**config.mk**
```make
export PLATFORM = sky130hd
export DESIGN_NAME = syncFifo
export DESIGN_NICKNAME = d
export VERILOG_FILES = /design/src/verilog/syncFifo.sv
export SDC_FILE = /design/constraint.sdc
export NUM_CORES = 1
export LEC_CHECK = 0
export ABC_AREA = 1
export ABC_CLOCK_PERIOD_IN_PS = 7700
export CAP_MARGIN = 20
export CORE_MARGIN = 2
export CORE_UTILIZATION = 51
export CTS_CLUSTER_SIZE = 24
export DETAILED_ROUTE_END_ITERATION = 10
export DONT_BUFFER_PORTS = 1
export PLACE_DENSITY = 0.66
export SETUP_SLACK_MARGIN = 0.02
export SLEW_MARGIN = 25
export SYNTH_ARGS = -nofsm -noshare
export SYNTH_HDL_FRONTEND = slang
export SYNTH_SLANG_ARGS = --single-unit
```
**constraint.sdc**
```tcl
create_clock -name CLK -period 7.7 [get_ports CLK]
set_input_delay 1.54 -clock CLK [delete_from_list [all_inputs] [get_ports CLK]]
set_output_delay 1.54 -clock CLK [all_outputs]
set_load 0.03 [all_outputs]
```
**src/verilog/syncFifo.sv**
```systemverilog
`timescale 1ns/1ns

module syncFifo #(
	parameter int WIDTH = 32,
	parameter int DEPTH = 16
) (
	input logic CLK,
	input logic RESET,
	input logic push,
	input logic pop,
	input logic [WIDTH-1:0] dataIn,
	output logic [WIDTH-1:0] dataOut,
	output logic empty,
	output logic [$clog2(DEPTH):0] count
);

	logic [WIDTH-1:0] mem [DEPTH];
	logic [$clog2(DEPTH)-1:0] wrPtr;
	logic [$clog2(DEPTH)-1:0] rdPtr;

	// head word is visible without a read strobe
	assign dataOut = mem[rdPtr];
	assign empty = (count == '0);

	always_ff @(posedge CLK or negedge RESET) begin
		if (!RESET) begin
			wrPtr <= '0;
			rdPtr <= '0;
			count <= '0;
		end else begin
			if (push)
				wrPtr <= wrPtr + 1'b1;
			if (pop)
				rdPtr <= rdPtr + 1'b1;
			case ({push, pop})
				2'b10: count <= count + 1'b1;
				2'b01: count <= count - 1'b1;
				default: count <= count;
			endcase
		end
	end

	always_ff @(posedge CLK) begin
		if (push)
			mem[wrPtr] <= dataIn;
	end

	// upstream throttling must keep us from ever filling up
	assert property (@(posedge CLK) disable iff (!RESET) push |-> count < DEPTH)
		else $error("syncFifo: push while full");

endmodule

```
==> results.toml <==
[run_status]
outcome = "completed"

[global_routing]
antenna_found_initial = 0
grt_usage_pct = 23.0
grt_pass1_wl_um = 75700
grt_pass1_vias = 12623
grt.overflow.total = 0
grt_max_degree = 221

[worst_setup_path]
timing.rr.start = "wrPtr[0]"
crit_fanout = 67
r2r_slack_ns = 5.33
reg2reg_to = "mem[10][12]"
critPathLaunchType = "flop"
crit_family = "buffers and inverters"
cpMaxStageDelayCell = "buf_4"
cp-end-kind = "output pin"
cp.buffers_inverters = 2
crit_type = "reg -> out"
crit_chain = "inv_4 -> buf_4 -> nor2_1 -> nor2_1 -> o21ai_0 -> nand3_1 -> nand3_1 -> nand2_1"
required_ns = 6.16
ff2ff_path_depth = 5
worstPathArrival_ns = 3.37
worst_path_largest_cell_delay_ns = 0.71

[synthesis]
yosysSeqAreaShare_pct = 73.6
synth_area_um2 = 21300
synth_adder_area_share_pct = 0.528
syn_nets = 1768
synth_compound_area_share_pct = 7.30
syn_area_per_cell_um2 = 12.4
synthArstFlopShare_pct = 2.48
ys_ff_latch = 525
synthMuxAreaShare_pct = 0
synth-main-ff-cell = "edfxtp_1"
synth_edf_count = 512
yosys_warnings = 0
synth_cells = 1723
synthSimpleGateAreaFrac_pct = 13.5
yosysUniqueCellTypes = 25
synth_top_family_by_area = "simple AND/OR/NAND/NOR gates"
synthXorXnorAreaFrac_pct = 0.329

[drt]
first_pass_iters = 5
first_iter_violations = 1203
wl_per_cell_um = 21.8
route.detailed.drc = 0
viasPerCell = 5.68
antenna_left = 0
wl_um = 49500
vias = 12913

[cells_and_area]
diodes = 0
drive_gt1_share_pct = 7.06
layout_common_cells = "edfxtp_1 (512), nor2_1 (345), nand3_1 (197)"
nets = 1745
syn2layout_area_growth_pct = 9.54
utilization_pct = 56.9
mostFrequentLayoutCell = "edfxtp_1"
instances_no_fill = 2273

[place]
gp_congestion = 0.781
port_buffers = 0
hpwl_um = 24900
dpl.cell_count = 2176

[sta]
worst_slew_pin_slew_ns = 1.07
tns_ns = 0
timing.fmax_mhz = 204
period_needed_ns = 4.91
period_share_pct = 63.7
finalSetupViolCount = 0
rsz0062_at_grt = "no"
final-hold-violation-count = 0
finalMaxSlewViolations = 0
clock_skew_ns = 0.0153
worst_slew_margin_rel_pct = 28.5

[clock_network]
holdBufCountCts = 0
post_cts_resized = 0
cts_tree = "yes"
clkLatencyLatePin_ns = 0.61
cts_inserted_buffers = 54
clockRootBuffer = "clkbuf_16"
cts_buffer_depth = 3
cts.sink_count = 525
clk_pin_slew_worst_paths_ns = 0.06
htreeDepth = 2
postCtsSetupBuffers = 0

[pwr]
power_leakage_nw = 8.06
finalPower_mw = 9.13
ir_worst_vdd_uv = 269
powerDensity_nw_per_um2 = 391

[worst_hold_path]
hold_path_end = "wrPtr[0]"
hp-start = "wrPtr[0]"
worstHoldPathCells = 1
hp-class = "reg -> reg"

[floorplan]
die_h_um = 208
rows = 74
num_io_pins = 74
coreArea_um2 = 41000
start_util_pct = 52.0
die_x_um = 208
die_area_um2 = 43500

[run]
max-cap-violations = 0
state kept, by name (all words and copies together), names as in the netlist:
name and cells:
mem 512, wrPtr 4, rdPtr 4, count 5
worst max-delay path by stage:
stage / start / end / slack [ns] / depth (start not counted)
2_1_floorplan: push / mem[15][0] / 3.92 / 3
6_report: rdPtr[0] / dataOut[6] / 2.79 / 8
4_1_cts: rdPtr[0] / dataOut[6] / 2.76 / 8
3_5_place_dp: rdPtr[0] / dataOut[6] / 3.42 / 8
3_3_place_gp: rdPtr[0] / dataOut[20] / 3.43 / 8
5_1_grt: rdPtr[0] / dataOut[6] / 2.58 / 8
stage by stage:
step	hold slack (ns)	instance area (um2)	worst slack (ns)
after detailed placement	0.553	21700	3.42
after floorplan	0.509	21300	3.92
after global placement	0.548	21700	3.43
after CTS	0.569	23400	2.76
final	0.569	23400	2.79
after global routing	0.598	23400	2.58
power by group:
group / leakage, nW / internal, mW / switching (mW)
clock: 0.802 / 1.39 / 1.06
sequential: 4.78 / 3.45 / 0.218
combinational: 2.48 / 0.754 / 2.27
final cells by class:
type / instances / area [um2]
sequential: 525 / 15700
clock inverter: 25 / 218
clock buffer: 72 / 1420
fill: 3211 / 17700
tap: 532 / 666
inverter: 103 / 394
multi-input combinational: 990 / 4740
timing repair buffer: 26 / 208
kinds of logic (layout without fill, tap and decap cells):
group | Yosys count | count (layout)
compound gates | 274 | 274
xor+xnor | 8 | 8
fa+ha+maj | 9 | 9
buf+inv | 208 | 226
flops | 525 | 525
simple gates | 699 | 699
synthesized netlist by cell type (16+ instances only):
library cell	n	area (um2)
nand3_1	197	986
o21ai_0	103	515
buf_2	38	190
clkbuf_1	28	105
nand2_1	137	514
nor2_1	361	1360
inv_1	100	375
edfxtp_1	512	15400
o211ai_1	73	548
o21ai_1	84	420
buf_6	16	180
per-layer routing:
metal | track usage [%] | share of wire (%) | up-vias
li1 | - | - | 6050
met1 | 31.3 | 43 | 6356
met2 | 38.5 | 49 | 435
met3 | 3.59 | 6.4 | 72
met4 | 7.29 | 2.2 | 0
met5 | 0 | 0 | -
No activity file was read; power rests on OpenSTA's default activity.
