[src/verilog/fftPkg.sv]
package fftPkg;

	// address and command widths
	localparam int ADDR_W = 24;
	localparam int PAR_W = 5;
	localparam int MAX_PAR = 16;
	localparam int IDX_W = 16;

	// queue sizing, reads pause two entries short of full
	localparam int FIFO_DEPTH = 16;
	localparam int ADDR_FIFO_LIMIT = 14;

	// twiddles are Q1.14
	localparam int TW_FRAC = 14;

	typedef struct packed {
		logic signed [15:0] re;
		logic signed [15:0] im;
	} cmplxT;

	// read tags, same coding as the response path expects
	typedef enum logic [1:0] {
		TAG_TW = 2'd0,
		TAG_X = 2'd1,
		TAG_Y = 2'd2
	} memTagT;

	typedef struct packed {
		logic write;
		logic [ADDR_W-1:0] addr;
		cmplxT data;
		memTagT tag;
	} memReqT;

	typedef struct packed {
		memTagT tag;
		cmplxT data;
	} memRspT;

	// one butterfly worth of addresses
	typedef struct packed {
		logic [ADDR_W-1:0] evenAddr;
		logic [ADDR_W-1:0] oddAddr;
		logic [ADDR_W-1:0] twidAddr;
		logic last;
	} bflyAddrT;

	typedef struct packed {
		cmplxT even;
		cmplxT odd;
	} resultT;

	typedef enum logic [2:0] {
		IDLE,
		ISSUE_TW,
		ISSUE_Y,
		ISSUE_X,
		ADVANCE
	} seqStateT;

	typedef enum logic [1:0] {
		WR_WAIT,
		WR_EVEN,
		WR_ODD
	} wrStateT;

endpackage

[src/verilog/fftButterfly.sv]
`timescale 1ns/1ns

module fftButterfly
	import fftPkg::*;
(
	input logic CLK,
	input logic RESET,
	input logic opValid,
	input cmplxT twid,
	input cmplxT x,
	input cmplxT y,
	output logic resValid,
	output resultT result
);

	logic v1;
	logic v2;
	logic signed [31:0] yrWr;
	logic signed [31:0] yiWi;
	logic signed [31:0] yrWi;
	logic signed [31:0] yiWr;
	logic signed [32:0] nRe;
	logic signed [32:0] nIm;
	logic signed [33:0] sumRe;
	logic signed [33:0] sumIm;
	logic signed [33:0] difRe;
	logic signed [33:0] difIm;
	cmplxT x1;
	cmplxT x2;

	// scaled by 1/2 per stage so the result stays in range
	assign sumRe = (x2.re + nRe) >>> 1;
	assign sumIm = (x2.im + nIm) >>> 1;
	assign difRe = (x2.re - nRe) >>> 1;
	assign difIm = (x2.im - nIm) >>> 1;

	always_ff @(posedge CLK or negedge RESET) begin
		if (!RESET) begin
			v1 <= 1'b0;
			v2 <= 1'b0;
			resValid <= 1'b0;
		end else begin
			v1 <= opValid;
			v2 <= v1;
			resValid <= v2;
		end
	end

	always_ff @(posedge CLK) begin
		// stage 1, the four partial products
		yrWr <= y.re * twid.re;
		yiWi <= y.im * twid.im;
		yrWi <= y.re * twid.im;
		yiWr <= y.im * twid.re;
		x1 <= x;

		// stage 2, N = W*Y back in data scale
		nRe <= (33'(yrWr) - 33'(yiWi)) >>> TW_FRAC;
		nIm <= (33'(yrWi) + 33'(yiWr)) >>> TW_FRAC;
		x2 <= x1;

		// stage 3
		result.even.re <= sumRe[15:0];
		result.even.im <= sumIm[15:0];
		result.odd.re <= difRe[15:0];
		result.odd.im <= difIm[15:0];
	end

endmodule

[config.mk]
export PLATFORM = sky130hd
export DESIGN_NAME = fftButterfly
export DESIGN_NICKNAME = d
export VERILOG_FILES = /design/src/verilog/fftPkg.sv /design/src/verilog/fftButterfly.sv
export SDC_FILE = /design/constraint.sdc
export NUM_CORES = 2
export LEC_CHECK = 0
export BUFFER_PORTS_ARGS = -buffer_cell sky130_fd_sc_hd__buf_4
export CAP_MARGIN = 40
export CORE_MARGIN = 2
export CORE_UTILIZATION = 47
export DETAILED_ROUTE_END_ITERATION = 12
export HOLD_SLACK_MARGIN = 0.03
export PLACE_DENSITY = 0.72
export SLEW_MARGIN = 40
export SYNTH_ARGS = -nofsm -noshare
export SYNTH_HDL_FRONTEND = slang
export SYNTH_SLANG_ARGS = --single-unit
[constraint.sdc]
create_clock -name CLK -period 4.7 [get_ports CLK]
set_clock_uncertainty 0.15 [all_clocks]
set_input_delay 0.235 -clock CLK [delete_from_list [all_inputs] [get_ports CLK]]
set_output_delay 0.235 -clock CLK [all_outputs]
set_load 0.05 [all_outputs]
==> metrics.csv <==
metric,value,unit
status,"finished, violations left",
violations,negative setup slack,
path_clk_slew,0.08,ns
dp_slack,-1.536,ns
drt-initial-drc-count,2317,
cp-start-kind,primary input,
crit-reg2reg-capture,nIm[16],
die_h,326.7,µm
maxSlewViolCount,0,
period_minus_slack,5.517,ns
io_pins,164,
maxCapViolCount,0,
drt-total-wl,131600,µm
r2r_start,yiWr[2],
start_util,0.4736,
synth_edf_count,0,
ant_nets,0,
netlist_top_cells_area,"fa_1 42%, dfxtp_1 12%, ha_1 11%",
hp-class,primary input to register,
gpl.final_weighted_congestion,0.9021,
grt_max_degree,26,
hold_viol,0,
worstSetupPathType,primary input to register,
drc_errors,0,
yosys_warnings,0,
synth.avg_cell_area,9.301,µm²
nets,7607,
cp_data_required_time,5.00,ns
dp_cells,7222,
holdPathStages,4,
worstPathArrival,5.82,ns
path_max_fanout,7,
synth_area,48940,µm²
netlist_instances,5262,
grt_pass1_wl,211300,µm
syn_nets,6827,
die_x,326.7,µm
die-area,106700,µm²
clock-sinks,289,
grt_overflow_total,0,
htreeDepth,2,
end_kind,register,
async_flop_share,0.01038,
port_buffers,163,
cts_tree,built,
grt.total_usage,0.2510,
min_period_over_period,1.174,
rsz0062_at_grt,true,
diodes,0,
final_util,0.6033,
yosysTopAreaCellShare,0.4205,
hold_end,yrWr[1],
yosysSeqAreaShare,0.1185,
yosysTopAreaCell,fa_1,
dpl.hpwl,103600,µm
slew_headroom,0.4976,
min_from,y[17],
via_per_inst,5.035,
synth-seq-cells,289,
ys.flop_type,dfxtp_1,
drt-pass1-iter-count,5,
placed_area,57140,µm²
tightest_slew,0.7439,ns
core.rowCount,118,
antenna_found_initial,3,
grt_pass1_vias,40980,
vias,37490,
ff2ff_setup_slack,1.02,ns
cts_made_buffers,36,
mostFrequentLayoutCell,inv_1,
fmax,181.3,MHz
finalNonFillerCells,7447,
setup_ws,-0.8167,ns
wl_per_cell,17.67,µm
core-area,103300,µm²
rr_worst_depth,11,
clock_path_buffers,3,
synth_cell_types,66,
clk_latency,0.58,ns
drive_gt1_frac,0.2327,
root_buffer,clkbuf_16,
layout_common_cells,"1177 x inv_1, 979 x fa_1, 698 x buf_4",
final_area,62350,µm²
area_growth_syn_to_layout,27.39,%
setup_viol,64,
## layer usage
metal  part of all wire  global-route usage  wire length [µm]  up-vias
met4              0.051              0.1036              6702        2
met1               0.40              0.3249             52600    18880
met2               0.48              0.4185             62640     1183
li1                   -                   -                 -    17140
met5           0.000084                   0                11        -
met3              0.073             0.04202              9644      292
## worst max-delay path by stage
| stage | start | end | slack (ns) | cells past startpoint |
|---|---|---|---|---|
| after floorplan | y[29] | yrWr[30] | -1.06 | 23 |
| after global placement | y[22] | yrWi[29] | -1.41 | 23 |
| after detailed placement | y[22] | yrWi[29] | -1.54 | 23 |
| after CTS | y[21] | yrWi[29] | -0.69 | 24 |
| after global routing | y[27] | yrWi[29] | -0.99 | 25 |
| final | y[27] | yrWi[29] | -0.82 | 25 |
## area by class of cell
| cell class | count | area, µm² |
|---|---|---|
| clock buffers | 48 | 996.0 |
| flip-flops and latches | 289 | 5801 |
| repair buffers | 948 | 8924 |
| fillers | 8272 | 41000 |
| inverters | 1238 | 4667 |
| clock inverters | 15 | 170.2 |
| well taps | 1380 | 1727 |
| multi-input cells | 3529 | 40060 |
## per-stage QoR
stage | setup TNS, ns | hold WS [ns]
after floorplan | -32.92 | -0.2106
after global placement | -77.11 | -0.1264
after detailed placement | -82.70 | -0.1240
after CTS | -24.10 | 0.05936
after global routing | -41.52 | 0.07204
final | -31.49 | 0.07601
## state kept, by name, summed over array words and instances, names as in the netlist
name and flops:
yiWr 31, resValid 1, yiWi 31, result 64, nIm 17, x2 32, v2 1, nRe 17
yrWr 31, x1 32, v1 1, yrWi 31
## synthesized netlist by cell type (41+ instances only)
master and count:
inv_1 1238, fa_1 1028, nand2_1 553, and2_1 482, ha_1 438, dfxtp_1 286
clkbuf_1 206, nor2_1 193, xnor2_1 186, a21oi_1 135, o21ai_0 61, nand2b_1 48
a21o_1 45, xor2_1 41
## worst max-delay path: stages
cell     delay (ns)
buf_12         0.12
buf_12         0.13
buf_6          0.11
and2_4         0.13
fa_1           0.49
inv_1          0.05
fa_1           0.49
fa_1           0.55
inv_1          0.06
fa_1           0.47
fa_1           0.58
inv_2          0.04
fa_1           0.51
inv_2          0.05
ha_4           0.25
nor2_4         0.09
inv_2          0.04
a21oi_2        0.17
o31ai_2        0.11
a22o_1         0.26
o21a_1         0.21
a31oi_1        0.14
nor2b_1        0.08
o41ai_2        0.32
xnor2_1        0.12
## cell families (layout without fill, tap and decap cells)
logic type,count (synthesis),in the layout,synth area share
compound gates,425,425,0.05675
fa+ha+maj,1466,1466,0.5325
simple gates,1411,1411,0.1409
flops,289,289,0.1185
xor+xnor,227,227,0.04062
buf+inv,1444,2249,0.1107
## timing repair
item | in CTS | in global routing
endpoints found under the setup margin | 67 | 72
endpoints found under the hold margin | 39 | 0
resized for setup | 392 | 213
pin swaps | 202 | 194
gates cloned | 4 | 3
hold buffers | 38 | 0
buffers inserted | 98 | 63
Power is not shown: default switching activity piles up to over one toggle a cycle in this logic, so the estimate is an artifact.
