===== config.mk =====
export PLATFORM = sky130hd
export DESIGN_NAME = fftAddrGen
export DESIGN_NICKNAME = d
export VERILOG_FILES = /design/src/verilog/fftPkg.sv /design/src/verilog/fftAddrGen.sv
export SDC_FILE = /design/constraint.sdc
export NUM_CORES = 1
export LEC_CHECK = 0
export BUFFER_PORTS_ARGS = -buffer_cell sky130_fd_sc_hd__buf_2
export CORE_MARGIN = 2
export CORE_UTILIZATION = 61
export DETAILED_ROUTE_END_ITERATION = 8
export GPL_TIMING_DRIVEN = 0
export MAX_ROUTING_LAYER = met4
export PLACE_DENSITY = 0.84
export RECOVER_POWER = 25
export SKIP_CTS_REPAIR_TIMING = 1
export SYNTH_ARGS = -nofsm -noshare
export SYNTH_HDL_FRONTEND = slang
export SYNTH_SLANG_ARGS = --single-unit
export TNS_END_PERCENT = 50

===== constraint.sdc =====
create_clock -name CLK -period 9.3 [get_ports CLK]
set_input_delay 0.465 -clock CLK [delete_from_list [all_inputs] [get_ports CLK]]
set_output_delay 0.465 -clock CLK [all_outputs]
set_load 0.005 [all_outputs]

===== src/verilog/fftPkg.sv =====
package fftPkg;

	// address and command widths
	localparam int ADDR_W = 24;
	localparam int PAR_W = 5;
	localparam int MAX_PAR = 16;
	localparam int IDX_W = 16;

	// queue sizing, reads pause two entries short of full
	localparam int FIFO_DEPTH = 16;
	localparam int ADDR_FIFO_LIMIT = 14;

	// twiddles are Q1.14
	localparam int TW_FRAC = 14;

	typedef struct packed {
		logic signed [15:0] re;
		logic signed [15:0] im;
	} cmplxT;

	// read tags, same coding as the response path expects
	typedef enum logic [1:0] {
		TAG_TW = 2'd0,
		TAG_X = 2'd1,
		TAG_Y = 2'd2
	} memTagT;

	typedef struct packed {
		logic write;
		logic [ADDR_W-1:0] addr;
		cmplxT data;
		memTagT tag;
	} memReqT;

	typedef struct packed {
		memTagT tag;
		cmplxT data;
	} memRspT;

	// one butterfly worth of addresses
	typedef struct packed {
		logic [ADDR_W-1:0] evenAddr;
		logic [ADDR_W-1:0] oddAddr;
		logic [ADDR_W-1:0] twidAddr;
		logic last;
	} bflyAddrT;

	typedef struct packed {
		cmplxT even;
		cmplxT odd;
	} resultT;

	typedef enum logic [2:0] {
		IDLE,
		ISSUE_TW,
		ISSUE_Y,
		ISSUE_X,
		ADVANCE
	} seqStateT;

	typedef enum logic [1:0] {
		WR_WAIT,
		WR_EVEN,
		WR_ODD
	} wrStateT;

endpackage


===== src/verilog/fftAddrGen.sv =====
`timescale 1ns/1ns

module fftAddrGen
	import fftPkg::*;
(
	input logic CLK,
	input logic RESET,
	input logic start,
	input logic [PAR_W-1:0] par,
	input logic [ADDR_W-1:0] dataBase,
	input logic [ADDR_W-1:0] twidBase,
	input logic addrTake,
	input logic stageDrained,
	output logic addrValid,
	output bflyAddrT bfly
);

	logic active;
	logic waitDrain;
	logic [PAR_W-1:0] stage;
	logic [PAR_W-1:0] twShift;
	logic [IDX_W-1:0] grp;
	logic [IDX_W-1:0] k;
	logic [IDX_W-1:0] kMax;
	logic [IDX_W-1:0] grpMax;
	logic [ADDR_W-1:0] evenAddr;
	logic lastK;
	logic lastGrp;
	logic lastStage;
	logic take;

	// twiddle stride is N/(2h), i.e. 2^(par-1-stage)
	assign twShift = par - stage - 1'b1;
	assign kMax = (IDX_W'(1) << stage) - 1'b1;
	assign grpMax = (IDX_W'(1) << twShift) - 1'b1;

	assign lastK = (k == kMax);
	assign lastGrp = (grp == grpMax);
	assign lastStage = (stage == par - 1'b1);

	// group g starts at g*2h, odd partner sits h further on
	assign evenAddr = dataBase + (ADDR_W'(grp) << (stage + 1'b1)) + ADDR_W'(k);

	assign bfly.evenAddr = evenAddr;
	assign bfly.oddAddr = evenAddr + (ADDR_W'(1) << stage);
	assign bfly.twidAddr = twidBase + (ADDR_W'(k) << twShift);
	assign bfly.last = lastStage & lastGrp & lastK;

	assign addrValid = active & ~waitDrain;
	assign take = addrValid & addrTake;

	always_ff @(posedge CLK or negedge RESET) begin
		if (!RESET) begin
			active <= 1'b0;
			waitDrain <= 1'b0;
			stage <= '0;
			grp <= '0;
			k <= '0;
		end else if (start) begin
			// zero length means nothing to do at all
			active <= (par != '0);
			waitDrain <= 1'b0;
			stage <= '0;
			grp <= '0;
			k <= '0;
		end else begin
			if (waitDrain && stageDrained)
				waitDrain <= 1'b0;
			if (take) begin
				if (!lastK) begin
					k <= k + 1'b1;
				end else begin
					k <= '0;
					if (!lastGrp) begin
						grp <= grp + 1'b1;
					end else begin
						grp <= '0;
						if (lastStage) begin
							active <= 1'b0;
						end else begin
							// hold off until the old stage is written back
							stage <= stage + 1'b1;
							waitDrain <= 1'b1;
						end
					end
				end
			end
		end
	end

	assert property (@(posedge CLK) disable iff (!RESET) addrValid && !addrTake |=> $stable(bfly))
		else $error("fftAddrGen: butterfly address changed before it was taken");

	assert property (@(posedge CLK) disable iff (!RESET) start |-> par <= MAX_PAR)
		else $error("fftAddrGen: transform size out of range");

endmodule


==> results of run 1 <==
registers in the layout, indices dropped and copies added, names as in the netlist:
name       cells
k             16
grp           16
stage          5
waitDrain      1
active         1
power breakdown:
group          switching (mW)  total [mW]  internal [mW]
Clock                  0.0669       0.166         0.0991
Combinational           0.210       0.360          0.151
Sequential            0.00384       0.176          0.172
Yosys cell counts (all sizes together), types with 13 or more instances:
library cell,number
o22ai,21
and3,17
nor3,34
xnor2,78
dfrtp,39
o21ai,70
nand2b,18
xor2,38
o31ai,13
nand2,106
inv,59
clkbuf,49
o21a,16
nand3,37
nor2,150
and2,13
a21oi,86
a211oi,26
fa,20
ha,85
o211ai,14
buf,19
a21o,28
mux2i,29
layout by cell type, fill, tap and decap left out, types with 10 or more instances in the layout:
cell type  instances
a211oi_1          26
a21o_1            28
a21oi_1           85
a31oi_1           10
and2_1            13
and3_1            17
buf_2            137
clkbuf_1          49
dfrtp_1           39
fa_1              20
ha_1              84
inv_1             59
mux2i_1           29
mux4_2            10
nand2_1          106
nand2b_1          18
nand3_1           37
nand4_1           11
nor2_1           146
nor2b_1           12
nor3_1            30
o211ai_1          14
o21a_1            16
o21ai_0           69
o22ai_1           21
o31ai_1           13
or3_1             12
xnor2_1           78
xor2_1            37
worst max path at each step:
stage              from  endpoint  slack [ns]  cells after the start
2_1_floorplan  stage[0]  bfly[46]        1.56                     30
3_3_place_gp   stage[0]  bfly[48]        0.34                     32
3_5_place_dp   stage[0]  bfly[48]        0.23                     32
4_1_cts        stage[0]  bfly[48]       -0.11                     32
5_1_grt        stage[0]  bfly[48]        0.03                     31
6_report       stage[0]  bfly[48]        0.58                     31
kinds of logic (layout without fill, tap and decap cells):
kind of cell,count (synthesis),count (layout)
multiplexers,47,47
adder cells (fa/ha/maj),110,110
XOR/XNOR,116,116
buffers and inverters,128,266
AND/OR/NAND/NOR,456,456
flip-flops,39,39
AO/OA/AOI/OAI,361,361
layer usage:
layer  wire length, um  vias up  GRT usage
li1                  -     4862          -
met1             11310     4621     0.4312
met2             13110      480     0.5823
met3              1925       97    0.02554
met4              1279        0     0.1590
met5                 0        -          -
worst max-delay path: cells and delay by family (launching register included):
| kind | cells | cell delay [ns] |
|---|---|---|
| muxes | 1 | 0.11 |
| DFF | 1 | 0.37 |
| buffers and inverters | 5 | 1.40 |
| AOI/OAI and AO/OA | 13 | 2.75 |
| and+or+nand+nor | 6 | 1.02 |
| xor gates and xnor gates | 1 | 0.17 |
| adders and majority gates | 5 | 2.12 |
stage by stage:
stage / hold slack [ns] / util / cell area (um^2) / total power [mW] / worst slack, ns
2_1_floorplan: 0.1694 / - / 9273 / 0.4182 / 1.560
3_3_place_gp: 0.5494 / 0.6761 / 10160 / 0.5264 / 0.3390
3_5_place_dp: 0.5644 / 0.6761 / 10160 / 0.5313 / 0.2284
4_1_cts: 0.3258 / 0.6852 / 10300 / 0.6979 / -0.1126
5_1_grt: 0.4461 / 0.6853 / 10300 / 0.7503 / 0.03151
6_report: 0.4272 / 0.6853 / 10300 / 0.7022 / 0.5753
cell type report:
class	instances	area (um^2)	area share
buffer	67	279.0	0.02708
clock buffer	7	132.6	0.01287
clock inverter	1	5.005	0.0004858
inverter	60	225.2	0.02186
multi-input combinational	1090	7795	0.7566
sequential	39	975.9	0.09473
tap	188	235.2	0.02283
timing repair buffer	131	654.4	0.06352
==> run_results.csv, run 1 <==
group,metric,value,unit
synth,synthMuxAreaShare,0.06531,
synth,synth_warnings,0,
clock_network,htreeDepth,2,
synth,synth_fa_ha_area_frac,0.1633,
synth,ys_top_cells_by_area,"ha_1 11%, dfrtp_1 11%, xnor2_1 7.4%, nor2_1 5.9%, a21oi_1 4.6%",
clock_network,cts-root-buf,"clkbuf_16",
job,max_cap_viol_count,1,
synth,synthDominantCellAreaShare,0.1147,
detailed_routing,drtPass1Iterations,5,
critical_path,r2r_cells,18,
hold_path,min_to,"waitDrain",
clock_network,cts_tree,"done",
critical_path,crit_slowest_cell,"ha_2",
grt,grt_max_degree,40,
detailed_routing,ant_nets,0,
sta,period_share,0.9381,
floorplan,ios,132,
power_and_ir_drop,p_per_area,68.16,mW/mm^2
synth,synth-main-ff-cell,"dfrtp_1",
critical_path,reg2reg_from,"stage[0]",
clock_network,cts.path.max_buffers,2,
grt,grt_overflow,0,
placed_design,gp_congestion,0.9655,
synth,synthSimpleGateAreaFrac,0.2432,
hold_path,holdPathStages,3,
final_layout,syn2layout_area_growth,11.11,%
critical_path,crit_top_cell,"nor2_1",
synth,synth_top_family_by_area,"compound AO/OA/AOI/OAI gates",
sta,final-setup-viol-count,0,
final_layout,nNetsFinal,1557,
grt,grt_pass1_vias,9287,
grt,grt_usage,0.3478,
grt,antenna_found_initial,0,
detailed_routing,totalWireLength,27630,um
floorplan,start_util,0.6168,
sta,rsz0062_at_grt,"false",
clock_network,cts.sinks,39,
power_and_ir_drop,leakage,4.688,nW
synth,synth-edff-count,0,
critical_path,crit_fanout,10,
critical_path,reg2reg_to,"grp[0]",
critical_path,reg2reg_slack,2.93,ns
sta,hold_violations,0,
sta,min_period,8.725,ns
grt,grt_pass1_wl,45100,um
status,violations,"max-capacitance violations, max-slew violations",
floorplan,dieArea,0.01620,mm^2
synth,synth_area_leader_cell,"ha_1",
status,status,"finished with violations",
critical_path,crit_path_end_kind,"output pin",
critical_path,critPathMaxStageDelay,0.58,ns
hold_path,worstHoldStart,"stageDrained",
synth,seq_area_frac_synth,0.1052,
clock_network,path_clk_slew,0.06,ns
sta,drv_slew,40,
detailed_routing,dr_total_vias,10060,
detailed_routing,drtIter0Drc,769,
synth,ys_types,84,
synth,postSynthAreaPerCell,7.377,um^2
floorplan,die-width,127.3,um
synth,netlist_instances,1257,
synth,synth_seq_cells,39,
power_and_ir_drop,ir_worst_vdd,0.07678,mV
detailed_routing,wire_per_inst,17.45,um
sta,finClkSkew,0.01158,ns
detailed_routing,drc,0,
synth,synth-xor-area-share,0.1104,
detailed_routing,vias_per_cell,6.355,
floorplan,core_region_area,0.01503,mm^2
clock_network,numCtsBuffers,5,
critical_path,critPathArrivalTime,8.26,ns
sta,tns,0,ns
synth,synth_compound_area_frac,0.2583,
sta,maxSlewHeadroom,-0.4401,
sta,worst_pin_slew,2.160,ns
final_layout,antenna-diode-count,0,
floorplan,chipHeight,127.3,um
placed_design,port-buffer-count,131,
placed_design,place_inst,1576,
placed_design,hpwl,22490,um
final_layout,final_cells,1583,
sta,fmax,114.6,MHz
critical_path,worst_setup_path_start_kind,"flip-flop",
synth,async_flop_share,1.000,
clock_network,clk_latency,0.29,ns
hold_path,hp-class,"in -> reg",
final_layout,layout-drive-gt1-share,0.1376,
floorplan,row_count,45,
final_layout,num-fill-cells,1335,
synth,synth_fp_nets,1420,
critical_path,cp_data_required_time,8.84,ns
critical_path,critPathKind,"reg -> out",
synth,netlist_area,0.009273,mm^2
(Power assumes the default switching activity.)
==> inputs of run 2 (changes only) <==
CORE_ASPECT_RATIO = 0.9   (was not set)
REMOVE_ABC_BUFFERS = 1   (was not set)
==> run_results.csv, run 2 (synthesis results as in run 1) <==
group,metric,value,unit
final_layout,num-fill-cells,1310,
critical_path,reg2reg_slack,2.57,ns
sta,final-setup-viol-count,0,
clock_network,numCtsBuffers,5,
floorplan,core_region_area,0.01477,mm^2
final_layout,layout-drive-gt1-share,0.1434,
grt,antenna_found_initial,0,
grt,grt_overflow,0,
floorplan,start_util,0.6279,
final_layout,largestRegisters,"grp x16, k x16, stage x5",
sta,finalWorstSetupSlack,0.7214,ns
detailed_routing,totalWireLength,29100,um
detailed_routing,wire_per_inst,19.02,um
floorplan,dieArea,0.01620,mm^2
critical_path,r2r_cells,17,
detailed_routing,dr_wl_met2,12250,um
critical_path,crit_fanout,23,
hold_path,holdPathStages,3,
grt,grt_max_degree,40,
critical_path,crit_family,"compound AO/OA/AOI/OAI gates",
final_layout,syn2layout_area_growth,9.620,%
critical_path,reg2reg_from,"stage[0]",
floorplan,row_count,42,
power_and_ir_drop,leakage,4.630,nW
clock_network,cts_tree,"done",
job,max_cap_viol_count,1,
floorplan,chipHeight,121.0,um
sta,fmax,116.6,MHz
status,status,"finished with violations",
status,violations,"max-capacitance violations, max-slew violations",
detailed_routing,met3_length,3509,um
placed_design,hpwl,22960,um
floorplan,ios,132,
sta,tns,0,ns
sta,hold_violations,0,
sta,worst_pin_slew,2.178,ns
critical_path,crit_slowest_cell,"dfrtp_1",
critical_path,crit_path_end_kind,"output pin",
placed_design,place_inst,1521,
detailed_routing,vias_per_cell,6.550,
grt,grt_usage,0.3670,
critical_path,critPathKind,"reg -> out",
critical_path,reg2reg_to,"grp[0]",
detailed_routing,drtIter0Drc,1158,
final_layout,final_core_util,0.6884,
critical_path,cp_data_required_time,8.84,ns
sta,min_period,8.579,ns
final_layout,final_common_cell,"nor2_1",
clock_network,htreeDepth,2,
grt,grt_pass1_vias,8937,
power_and_ir_drop,power,0.7540,mW
hold_path,hp-class,"in -> reg",
clock_network,cts-root-buf,"clkbuf_16",
detailed_routing,dr_total_vias,10021,
power_and_ir_drop,ir_worst_vdd,0.08453,mV
critical_path,worst_setup_path_start_kind,"flip-flop",
placed_design,port-buffer-count,131,
critical_path,cp-startpoint,"stage[2]",
final_layout,mostFrequentLayoutCells,"146 x nor2_1, 130 x buf_2, 106 x nand2_1",
sta,period_share,0.9224,
clock_network,cts.path.max_buffers,2,
detailed_routing,drtPass1Iterations,6,
detailed_routing,top_layer,"met4",
sta,drv_slew,40,
clock_network,path_clk_slew,0.06,ns
placed_design,gp_congestion,1.032,
critical_path,critPathMaxStageDelay,0.87,ns
detailed_routing,drc,0,
critical_path,critPathArrivalTime,8.11,ns
placed_design,place_ws,0.4735,ns
power_and_ir_drop,p_per_area,74.18,mW/mm^2
clock_network,cts.sinks,39,
detailed_routing,wl_met1,12740,um
sta,finClkSkew,0.007012,ns
final_layout,antenna-diode-count,0,
final_layout,final_cells,1530,
detailed_routing,ant_nets,0,
critical_path,worst-path-buf-inv,4,
final_layout,nNetsFinal,1494,
critical_path,cp.depth,28,
critical_path,crit_end,"bfly[48]",
grt,grt_pass1_wl,46530,um
clock_network,clk_latency,0.30,ns
floorplan,die-width,134.0,um
sta,rsz0062_at_grt,"false",
sta,maxSlewHeadroom,-0.4519,
run 2: area by class of cell:
type	instances	area, um^2	area share
clock buffers	6	138.9	0.01366
clock inverters	2	38.79	0.003816
inverters	60	225.2	0.02216
multi-input cells	1090	7825	0.7698
flip-flops and latches	39	977.2	0.09614
well taps	198	247.7	0.02437
repair buffers	135	711.9	0.07004
run 2: worst min path at each step:
| stage | startpoint | end | slack (ns) |
|---|---|---|---|
| detailed placement | waitDrain | waitDrain | 0.56 |
| floorplan | RESET | active | 0.17 |
| global placement | waitDrain | waitDrain | 0.55 |
| global route | stageDrained | waitDrain | 0.45 |
| finish | stageDrained | waitDrain | 0.42 |
| CTS | RESET | grp[4] | 0.33 |
run 2: metrics by stage:
stage	hold WS, ns	area, um^2
after floorplan	0.1694	8994
after global placement	0.5477	9897
after detailed placement	0.5597	9970
after CTS	0.3296	10150
after global routing	0.4531	10160
final	0.4225	10160
run 2: report_power, final:
| part | switching, mW | internal, mW | total, mW |
|---|---|---|---|
| logic | 0.208 | 0.152 | 0.360 |
| clock network | 0.0798 | 0.135 | 0.215 |
| registers | 0.00748 | 0.172 | 0.179 |
run 2: metal layers:
| metal | global-route usage | up-vias |
|---|---|---|
| li1 | - | 4737 |
| met2 | 0.5231 | 540 |
| met1 | 0.5260 | 4676 |
| met4 | 0.06981 | 0 |
| met3 | 0.09733 | 68 |
| met5 | - | - |
run 2: worst min-delay path, delay by kind of cell:
family                 cells  cell delay (ns)
AOI/OAI and AO/OA          1             0.05
buffers and inverters      1             0.07
and+or+nand+nor            1             0.09
