File: src/verilog/fftPkg.sv
package fftPkg;

	// address and command widths
	localparam int ADDR_W = 24;
	localparam int PAR_W = 5;
	localparam int MAX_PAR = 16;
	localparam int IDX_W = 16;

	// queue sizing, reads pause two entries short of full
	localparam int FIFO_DEPTH = 16;
	localparam int ADDR_FIFO_LIMIT = 14;

	// twiddles are Q1.14
	localparam int TW_FRAC = 14;

	typedef struct packed {
		logic signed [15:0] re;
		logic signed [15:0] im;
	} cmplxT;

	// read tags, same coding as the response path expects
	typedef enum logic [1:0] {
		TAG_TW = 2'd0,
		TAG_X = 2'd1,
		TAG_Y = 2'd2
	} memTagT;

	typedef struct packed {
		logic write;
		logic [ADDR_W-1:0] addr;
		cmplxT data;
		memTagT tag;
	} memReqT;

	typedef struct packed {
		memTagT tag;
		cmplxT data;
	} memRspT;

	// one butterfly worth of addresses
	typedef struct packed {
		logic [ADDR_W-1:0] evenAddr;
		logic [ADDR_W-1:0] oddAddr;
		logic [ADDR_W-1:0] twidAddr;
		logic last;
	} bflyAddrT;

	typedef struct packed {
		cmplxT even;
		cmplxT odd;
	} resultT;

	typedef enum logic [2:0] {
		IDLE,
		ISSUE_TW,
		ISSUE_Y,
		ISSUE_X,
		ADVANCE
	} seqStateT;

	typedef enum logic [1:0] {
		WR_WAIT,
		WR_EVEN,
		WR_ODD
	} wrStateT;

endpackage

File: src/verilog/syncFifo.sv
`timescale 1ns/1ns

module syncFifo #(
	parameter int WIDTH = 32,
	parameter int DEPTH = 16
) (
	input logic CLK,
	input logic RESET,
	input logic push,
	input logic pop,
	input logic [WIDTH-1:0] dataIn,
	output logic [WIDTH-1:0] dataOut,
	output logic empty,
	output logic [$clog2(DEPTH):0] count
);

	logic [WIDTH-1:0] mem [DEPTH];
	logic [$clog2(DEPTH)-1:0] wrPtr;
	logic [$clog2(DEPTH)-1:0] rdPtr;

	// head word is visible without a read strobe
	assign dataOut = mem[rdPtr];
	assign empty = (count == '0);

	always_ff @(posedge CLK or negedge RESET) begin
		if (!RESET) begin
			wrPtr <= '0;
			rdPtr <= '0;
			count <= '0;
		end else begin
			if (push)
				wrPtr <= wrPtr + 1'b1;
			if (pop)
				rdPtr <= rdPtr + 1'b1;
			case ({push, pop})
				2'b10: count <= count + 1'b1;
				2'b01: count <= count - 1'b1;
				default: count <= count;
			endcase
		end
	end

	always_ff @(posedge CLK) begin
		if (push)
			mem[wrPtr] <= dataIn;
	end

	// upstream throttling must keep us from ever filling up
	assert property (@(posedge CLK) disable iff (!RESET) push |-> count < DEPTH)
		else $error("syncFifo: push while full");

endmodule

File: src/verilog/fftSequencer.sv
`timescale 1ns/1ns

module fftSequencer
	import fftPkg::*;
(
	input logic CLK,
	input logic RESET,
	input logic start,
	input logic addrValid,
	input bflyAddrT bfly,
	input logic memNext,
	input resultT result,
	input logic resultEmpty,
	output logic addrTake,
	output logic resultPop,
	output logic memAct,
	output memReqT memReq,
	output logic stageDrained,
	output logic done
);

	seqStateT rdState;
	wrStateT wrState;
	logic reqFree;
	logic wrBusy;
	logic rdIssue;
	logic wrIssue;
	logic reqLast;
	logic armed;
	logic lastAccept;
	logic addrEmpty;
	logic addrPop;
	logic [$clog2(FIFO_DEPTH):0] addrCount;
	// {last, odd, even}
	logic [2*ADDR_W:0] wrAddr;

	syncFifo #(
		.WIDTH(2 * ADDR_W + 1),
		.DEPTH(FIFO_DEPTH)
	) addrFifo (
		.CLK(CLK),
		.RESET(RESET),
		.push(addrTake),
		.pop(addrPop),
		.dataIn({bfly.last, bfly.oddAddr, bfly.evenAddr}),
		.dataOut(wrAddr),
		.empty(addrEmpty),
		.count(addrCount)
	);

	// request register can be reloaded
	assign reqFree = ~memAct | memNext;
	assign wrBusy = (wrState != WR_WAIT);
	assign wrIssue = wrBusy & reqFree;
	// reads only get the register when no write wants it
	assign rdIssue = (rdState inside {ISSUE_TW, ISSUE_Y, ISSUE_X}) & reqFree & ~wrBusy;

	assign addrTake = (rdState == ADVANCE);
	assign addrPop = (wrState == WR_ODD) & reqFree;
	assign resultPop = addrPop;

	assign lastAccept = memAct & memNext & memReq.write & reqLast;
	assign stageDrained = addrEmpty & ~(memAct & memReq.write);

	always_ff @(posedge CLK or negedge RESET) begin
		if (!RESET) begin
			rdState <= IDLE;
			wrState <= WR_WAIT;
			memAct <= 1'b0;
			reqLast <= 1'b0;
			armed <= 1'b0;
			done <= 1'b0;
		end else begin
			case (rdState)
				IDLE: begin
					if (addrValid && addrCount < ADDR_FIFO_LIMIT)
						rdState <= ISSUE_TW;
				end
				ISSUE_TW: begin
					if (rdIssue)
						rdState <= ISSUE_Y;
				end
				ISSUE_Y: begin
					if (rdIssue)
						rdState <= ISSUE_X;
				end
				ISSUE_X: begin
					if (rdIssue)
						rdState <= ADVANCE;
				end
				default: rdState <= IDLE;
			endcase

			case (wrState)
				WR_WAIT: begin
					if (!resultEmpty && !addrEmpty)
						wrState <= WR_EVEN;
				end
				WR_EVEN: begin
					if (reqFree)
						wrState <= WR_ODD;
				end
				default: begin
					if (reqFree)
						wrState <= WR_WAIT;
				end
			endcase

			memAct <= wrIssue | rdIssue | (memAct & ~memNext);
			if (wrIssue)
				reqLast <= (wrState == WR_ODD) & wrAddr[2*ADDR_W];
			else if (rdIssue)
				reqLast <= 1'b0;

			// one done per command
			if (start)
				armed <= 1'b1;
			else if (lastAccept)
				armed <= 1'b0;
			done <= lastAccept & armed;
		end
	end

	always_ff @(posedge CLK) begin
		if (wrIssue) begin
			memReq.write <= 1'b1;
			if (wrState == WR_EVEN) begin
				memReq.addr <= wrAddr[ADDR_W-1:0];
				memReq.data <= result.even;
				memReq.tag <= TAG_X;
			end else begin
				memReq.addr <= wrAddr[2*ADDR_W-1:ADDR_W];
				memReq.data <= result.odd;
				memReq.tag <= TAG_Y;
			end
		end else if (rdIssue) begin
			memReq.write <= 1'b0;
			memReq.data <= '0;
			case (rdState)
				ISSUE_TW: begin
					memReq.addr <= bfly.twidAddr;
					memReq.tag <= TAG_TW;
				end
				ISSUE_Y: begin
					memReq.addr <= bfly.oddAddr;
					memReq.tag <= TAG_Y;
				end
				default: begin
					memReq.addr <= bfly.evenAddr;
					memReq.tag <= TAG_X;
				end
			endcase
		end
	end

	assert property (@(posedge CLK) disable iff (!RESET)
		memAct && !memNext |=> memAct && $stable(memReq))
		else $error("fftSequencer: request changed under stall");

	assert property (@(posedge CLK) disable iff (!RESET) addrCount <= FIFO_DEPTH)
		else $error("fftSequencer: address FIFO overrun");

	assert property (@(posedge CLK) disable iff (!RESET) resultPop |-> !resultEmpty && !addrEmpty)
		else $error("fftSequencer: pop from empty FIFO");

endmodule

File: config.mk
export PLATFORM = sky130hd
export DESIGN_NAME = fftSequencer
export DESIGN_NICKNAME = d
export VERILOG_FILES = /design/src/verilog/fftPkg.sv /design/src/verilog/syncFifo.sv /design/src/verilog/fftSequencer.sv
export SDC_FILE = /design/constraint.sdc
export NUM_CORES = 1
export LEC_CHECK = 0
export BUFFER_PORTS_ARGS = -buffer_cell sky130_fd_sc_hd__buf_2
export CORE_MARGIN = 10
export CORE_UTILIZATION = 51
export DETAILED_ROUTE_END_ITERATION = 12
export GPL_ROUTABILITY_DRIVEN = 0
export GPL_TIMING_DRIVEN = 0
export HOLD_SLACK_MARGIN = 0.03
export MAX_ROUTING_LAYER = met4
export PLACE_DENSITY = 0.73
export SLEW_MARGIN = 20
export SYNTH_ARGS = -nofsm -noshare
export SYNTH_HDL_FRONTEND = slang
export SYNTH_SLANG_ARGS = --single-unit
File: constraint.sdc
create_clock -name CLK -period 6.9 [get_ports CLK]
set_input_delay 0.345 -clock CLK [delete_from_list [all_inputs] [get_ports CLK]]
set_output_delay 0.345 -clock CLK [all_outputs]
set_load 0.01 [all_outputs]
==> run summary, run 1 <==
Status: completed
CTS tree: yes
Final instance area: 40,400 sq um
Cell variety after synth: 43
Reg area: 25,900 sq um
Setup TNS: 0 ns
Max FO, Critical Path: 9
Yosys reg bits: 865
Syn nets: 1,851
Number of setup violations in the final report: 0
Clock Sinks: 865
Max stage delay on crit path: 0.90 ns
Largest net degree at the start of global routing: 27
Tot GR Track Use: 23.6%
Vias per cell: 6.17
Area growth from synthesis to layout: 19.8%
Worst skew pair latency: 0.65 ns
Synth Warn #: 0
Commonest non-fill, non-tap cell in the layout: edfxtp_1
Die area: 76,700 sq um
Antenna Nets Post-Route: 0
Post-Syn Area: 33,700 sq um
Slew headroom: 28.7%
Vias in the first global route: 19,300
CP Capture Type: flop
Worst-Margin Slew: 1.07 ns
FILL cells: 4,512
Final Power: 15.6 mW
Worst endpoint data arrival time: 4.05 ns
Std-Cell Rows: 94
CP delay by family, top: simple AND/OR/NAND/NOR gates
Leakage: 14.0 nW
Number of cells upsized or downsized after cts: 0
DP Area: 37,000 sq um
Clk root buf: clkbuf_16
Commonest cells after routing, fill and taps aside: edfxtp_1 (842), buf_2 (231), mux2i_1 (168)
Post-DP HPWL: 61,100 microns
DIE HEIGHT: 277 microns
Layout Nets: 2,262
Peak Freq: 283 MHz
Min Tclk post-route: 3.53 ns
Via Count: 18,800
PortBufs: 206
Max-slew violation count: 0
Register area share after synthesis: 76.7%
R2R cell count: 12
Setup CP Type: reg2reg
Starting Density: 51.3%
Hold path depth: 2
Reg-to-reg endpoint: addrFifo.count[4]$_DFFE_PN0P_
Clk pin slew, worst setup/hold paths: 0.06 ns
Power per cell area: 385 nW/um^2
Levels on crit path: 12
Initial DRC Count: 2,332
H-tree depth: 3
# IOs: 207
Initial antenna violation count: 5
Multi-input gate area: 7420 sq um
CTS buffer count: 86
Data required, critical path: 7.42 ns
First drt pass iteration count: 5
Hold_sp: result[45]
R2r startpoint: memAct$_DFF_PN0_
Max_cap viols: 0
Peak supply drop: 222 uV
DRC violations left: 0
Crit-path cells: nand2b_1 -> nand2_1 -> nor2_1 -> ha_1 -> clkbuf_1 -> xor2_1 -> ha_1 -> nor2b_1 -> o21ai_0 -> a31oi_1 -> nor2_1 -> xor2_1
Post CTS Setup Buffer Count: 0
Die X-Extent: 277 microns
Hold crit path type: in2reg
Critical path buffers and inverters: 1
Cts hold-fix bufs: 54
Wire per inst: 29.6 microns
Mean cell area of the mapped netlist: 19.8 sq um
Clk buf depth: 3
Syn Inst Count: 1,699
CP max-delay cell: nor2_1
Area of the core: 65,600 sq um
First-pass GRT wire length: 131,000 microns
Post-layout util: 61.5%
RSZ-0062 raised after global routing: false
Hold endpoint: memReq[15]$_SDFFCE_PN0P_
Final Cycle Share: 51.1%
Final hold vios: 0
Total grt overflow: 0
Layout cells sized above 1: 26.6%
Final WL: 90,100 microns
Critical Path Source Type: flop
Worst R2R Setup Slack: 3.37 ns
Worst clock skew: 0.0238 ns
stage by stage:
| step | hold WS (ns) | worst slack (ns) | std cells |
|---|---|---|---|
| 2_1_floorplan | 0.0494 | 1.55 | 1699 |
| 3_3_place_gp | 0.358 | -1.92 | 2769 |
| 3_5_place_dp | 0.376 | 3.48 | 2832 |
| 4_1_cts | 0.0322 | 3.49 | 3042 |
| 5_1_grt | 0.0429 | 3.15 | 3047 |
| 6_report | 0.0329 | 3.37 | 3047 |
sequential cells by signal, summed over array words and instances (netlist names):
name and cells:
addrFifo.count 5, reqLast 1, memReq 59, memAct 1, rdState 3, addrFifo.wrPtr 4
addrFifo.rdPtr 4, done 1, addrFifo.mem 784, wrState 2, armed 1
area by class of cell:
type,instances,share of cell area (%)
Antenna cell,5,0.0310
Buffer,105,1.27
Timing Repair Buffer,323,6.56
Clock buffer,113,5.73
Multi-Input combinational cell,723,18.4
Sequential cell,865,64.1
Tap cell,864,2.68
Clock inverter,43,1.24
Inverter,6,0.0558
cells in the mapped netlist (all sizes together):
library cell / number / area, sq um
o21bai: 1 / 7.51
nand3: 13 / 65.1
ha: 9 / 113
nor2b: 7 / 43.8
mux2i: 168 / 1680
nand4b: 6 / 52.6
nand2: 27 / 101
a22o: 89 / 780
mux2: 7 / 78.8
a32o: 1 / 10.0
nor3b: 4 / 40.0
xor2: 8 / 70.1
xnor2: 5 / 43.8
a211o: 5 / 43.8
clkinv: 1 / 3.75
dfrtp: 22 / 551
edfxtp: 842 / 25300
and3: 15 / 93.8
o2111ai: 2 / 17.5
a22oi: 101 / 758
nor3: 5 / 25.0
o21ai: 31 / 155
a31oi: 14 / 87.6
mux4: 113 / 2540
inv: 5 / 18.8
nor2: 30 / 113
nand2b: 3 / 18.8
o22ai: 3 / 18.8
nand4: 2 / 12.5
a21oi: 31 / 155
buf: 50 / 305
o211ai: 14 / 105
clkbuf: 55 / 206
a21o: 4 / 30.0
dfxtp: 1 / 20.0
a211oi: 1 / 7.51
and2: 3 / 18.8
o21a: 1 / 7.51
logic make-up (layout without fill, tap and decap cells):
kind of cell	after synthesis	after routing	synth area share (%)
buffers and inverters	111	590	1.59
adders and majority gates	9	9	0.334
xor gates and xnor gates	13	13	0.338
other	0	5	0
DFF	865	865	76.7
AOI/OAI and AO/OA	298	298	6.48
and+or+nand+nor	115	115	1.73
muxes	288	288	12.8
per-layer routing:
metal  part of all wire [%]  vias up  global-route usage (%)
li1                       -     7880                       -
met1                     37     9685                    28.8
met2                     50     1037                    38.6
met3                    8.6      186                    4.54
met4                    3.5        0                    9.39
met5                      0        -                       -
how the worst max path moves through the flow:
| stage | startpoint | endpoint | slack (ns) |
|---|---|---|---|
| final | memAct$_DFF_PN0_ | addrFifo.count[4]$_DFFE_PN0P_ | 3.37 |
| after global routing | memAct$_DFF_PN0_ | addrFifo.count[4]$_DFFE_PN0P_ | 3.15 |
| after CTS | memAct$_DFF_PN0_ | addrFifo.count[4]$_DFFE_PN0P_ | 3.49 |
| after detailed placement | memNext | addrFifo.count[4]$_DFFE_PN0P_ | 3.48 |
| after global placement | rdState[1]$_DFFE_PN0P_ | addrFifo.mem[3][13]$_DFFE_PP_ | -1.92 |
| after floorplan | memAct$_DFF_PN0_ | memReq[0]$_DFFE_PP_ | 1.55 |
power breakdown:
group | switching [mW] | total, mW | leakage, nW | internal (mW)
logic | 2.75 | 4.62 | 4.70 | 1.87
registers | 0.118 | 6.26 | 7.90 | 6.14
clock network | 1.99 | 4.67 | 1.36 | 2.68
total | 4.85 | 15.6 | 14.0 | 10.7
Power figures use the tool's default switching activity.
==> inputs of run 2 (changes only) <==
==> constraint.sdc (replaced) <==
create_clock -name CLK -period 3.69 [get_ports CLK]
set_input_delay 0.1845 -clock CLK [delete_from_list [all_inputs] [get_ports CLK]]
set_output_delay 0.1845 -clock CLK [all_outputs]
set_load 0.01 [all_outputs]
==> run 2 against run 1 <==
  * Critical path depth stayed put
  * Final area rose by 0.94%
  * First-iteration DRC count fell by 7.4%
  * Via count increased by 0.47%
  * Total power up 85%
  * Sequential share of layout area is 0.60 points lower
  * Critical endpoint unchanged
  * Largest cell class unchanged
  * Wire length is 1.9% lower
  * Register-to-register slack lost 3.1 ns
  * Global-route usage fell by 0.33 points
  * Combinational power is 89% higher
==> run summary, run 2 (synthesis results as in run 1) <==
Status: completed (unchanged)
PortBufs: 206 (unchanged)
Die X-Extent: 277 microns (unchanged)
Critical Path Source Type: flop (unchanged)
Final WL: 88,400 microns (was 90,100 microns)
Tot GR Track Use: 23.3% (was 23.6%)
Setup CP Type: reg2reg (unchanged)
Peak Freq: 290 MHz (was 283 MHz)
Clk root buf: clkbuf_16 (unchanged)
Commonest non-fill, non-tap cell in the layout: edfxtp_1 (unchanged)
Number of setup violations in the final report: 0 (unchanged)
Max stage delay on crit path: 0.79 ns (was 0.90 ns)
# IOs: 207 (unchanged)
Wire per inst: 28.6 microns (was 29.6 microns)
Post-DP HPWL: 59,300 microns (was 61,100 microns)
DIE HEIGHT: 277 microns (unchanged)
Worst clock skew: 0.0265 ns (was 0.0238 ns)
Power per cell area: 708 nW/um^2 (was 385 nW/um^2)
Post CTS Setup Buffer Count: 0 (unchanged)
Max_cap viols: 0 (unchanged)
Number of cells upsized or downsized after cts: 0 (unchanged)
DP Area: 36,900 sq um (was 37,000 sq um)
Top reg by flops: addrFifo.mem (unchanged)
Worst skew pair latency: 0.64 ns (was 0.65 ns)
RSZ-0062 raised after global routing: false (unchanged)
Final instance area: 40,700 sq um (was 40,400 sq um)
Initial DRC Count: 2,160 (was 2,332)
First drt pass iteration count: 6 (was 5)
Clk buf depth: 3 (unchanged)
Max reg flops: 784 (unchanged)
Crit-path cells: nand2b_1 -> nand2_1 -> nor2_1 -> ha_1 -> clkbuf_1 -> xor2_1 -> ha_1 -> o211ai_1 -> a21oi_1 -> a31oi_1 -> nor2_1 -> xor2_1 (was nand2b_1 -> nand2_1 -> nor2_1 -> ha_1 -> clkbuf_1 -> xor2_1 -> ha_1 -> nor2b_1 -> o21ai_0 -> a31oi_1 -> nor2_1 -> xor2_1)
CTS tree: yes (unchanged)
Setup TNS: 0 ns (unchanged)
Std-Cell Rows: 94 (unchanged)
Total grt overflow: 0 (unchanged)
Slew headroom: 27.2% (was 28.7%)
Clock Sinks: 865 (unchanged)
H-tree depth: 3 (unchanged)
Die area: 76,700 sq um (unchanged)
Max-slew violation count: 0 (unchanged)
Via Count: 18,900 (was 18,800)
Clk pin slew, worst setup/hold paths: 0.06 ns (about the same)
Biggest regs: addrFifo.mem (784), memReq (59), addrFifo.count (5) (unchanged)
Final WS setup: 0.246 ns (was 3.37 ns)
Area growth from synthesis to layout: 20.9% (was 19.8%)
Final Cycle Share: 93.3% (was 51.1%)
CP Capture Type: flop (unchanged)
CP max-delay cell: nor2_1 (unchanged)
Initial antenna violation count: 3 (was 5)
First-pass GRT wire length: 129,000 microns (was 131,000 microns)
Placed instance count: 2,812 (was 2,832)
Post-layout util: 62.1% (was 61.5%)
Starting Density: 51.3% (unchanged)
Area of the core: 65,600 sq um (unchanged)
Max FO, Critical Path: 9 (unchanged)
Fin Hold WS: 0.0723 ns (was 0.0329 ns)
CTS buffer count: 83 (was 86)
Layout cells sized above 1: 24.8% (was 26.6%)
Data required, critical path: 4.20 ns (was 7.42 ns)
Largest net degree at the start of global routing: 27 (unchanged)
Worst-Margin Slew: 1.09 ns (was 1.07 ns)
Hold crit path type: in2async (was in2reg)
Min Tclk post-route: 3.44 ns (was 3.53 ns)
Vias per cell: 6.11 (was 6.17)
Leakage: 14.1 nW (was 14.0 nW)
Antenna Nets Post-Route: 0 (unchanged)
DRC violations left: 0 (unchanged)
FILL cells: 4,421 (was 4,512)
Commonest cells after routing, fill and taps aside: edfxtp_1 (842), buf_2 (231), mux2i_1 (168) (unchanged)
Peak supply drop: 456 uV (was 222 uV)
Pre-CTS setup slack: 0.431 ns (was 3.48 ns)
Final hold vios: 0 (unchanged)
Layout Nets: 2,305 (was 2,262)
Worst endpoint data arrival time: 3.95 ns (was 4.05 ns)
Final std cells w/o fill: 3,090 (was 3,047)
Vias in the first global route: 19,500 (was 19,300)
Final Power: 28.8 mW (was 15.6 mW)
run 2: cell count changes in the layout (fill, tap and decap cells not counted), moves of 6 or more:
cell	previous run	this run
dlygate4sd3_1	54	120
buf_4	44	21
buf_16	23	16
clkinv_1	10	20
buf_6	9	3
buf_8	0	12
run 2: repair_timing:
item | CTS | global route
hold buffers | 120 | 0
endpoints found under the setup margin | 0 | 0
hold endpoints to repair | 843 | 0
run 2: final timing paths:
check	slack, ns	startpoint	cells past startpoint	to
hold reg to reg	0.50	armed$_DFFE_PN0P_	2	done$_DFF_PN0_
min in group CLK	0.09	bfly[14]	4	memReq[47]$_DFFE_PP_
max in group asynchronous	3.24	RESET	2	addrFifo.wrPtr[2]$_DFFE_PN0P_
setup reg to reg	0.25	memAct$_DFF_PN0_	12	addrFifo.count[4]$_DFFE_PN0P_
hold / removal	0.07	RESET	2	done$_DFF_PN0_
setup / recovery	0.25	memAct$_DFF_PN0_	12	addrFifo.count[4]$_DFFE_PN0P_
run 2: layout make-up:
class	instances	area, sq um	area share [%]
tap	864	1080	2.65
buffer	105	512	1.26
clock buffer	107	2250	5.52
inverter	6	22.5	0.0553
timing repair buffer	369	3140	7.70
antenna	3	7.51	0.0184
sequential	865	25900	63.5
clock inverter	48	435	1.07
multi-input combinational	723	7450	18.3
run 2: power by group:
| part | internal (mW) | total, mW | switching, mW |
|---|---|---|---|
| Sequential | 11.5 | 11.7 | 0.219 |
| Combinational | 3.58 | 8.73 | 5.15 |
| Clock | 4.82 | 8.40 | 3.58 |
| Total | 19.9 | 28.8 | 8.95 |
run 2: metal layers:
layer / vias to the layer above / part of all wire [%] / track usage, %
li1: 7979 / - / -
met1: 9622 / 37 / 28.3
met2: 1061 / 51 / 38.4
met3: 215 / 8.4 / 3.79
met4: 0 / 3.9 / 9.80
met5: - / 0 / -
run 2: worst max-delay path, delay by kind of cell, from the launching register on:
kind	cells	cell delay, ns
simple gates	4	1.35
fa+ha+maj	2	0.53
compound gates	3	0.46
flops	1	0.43
xor+xnor	2	0.28
buf+inv	1	0.26
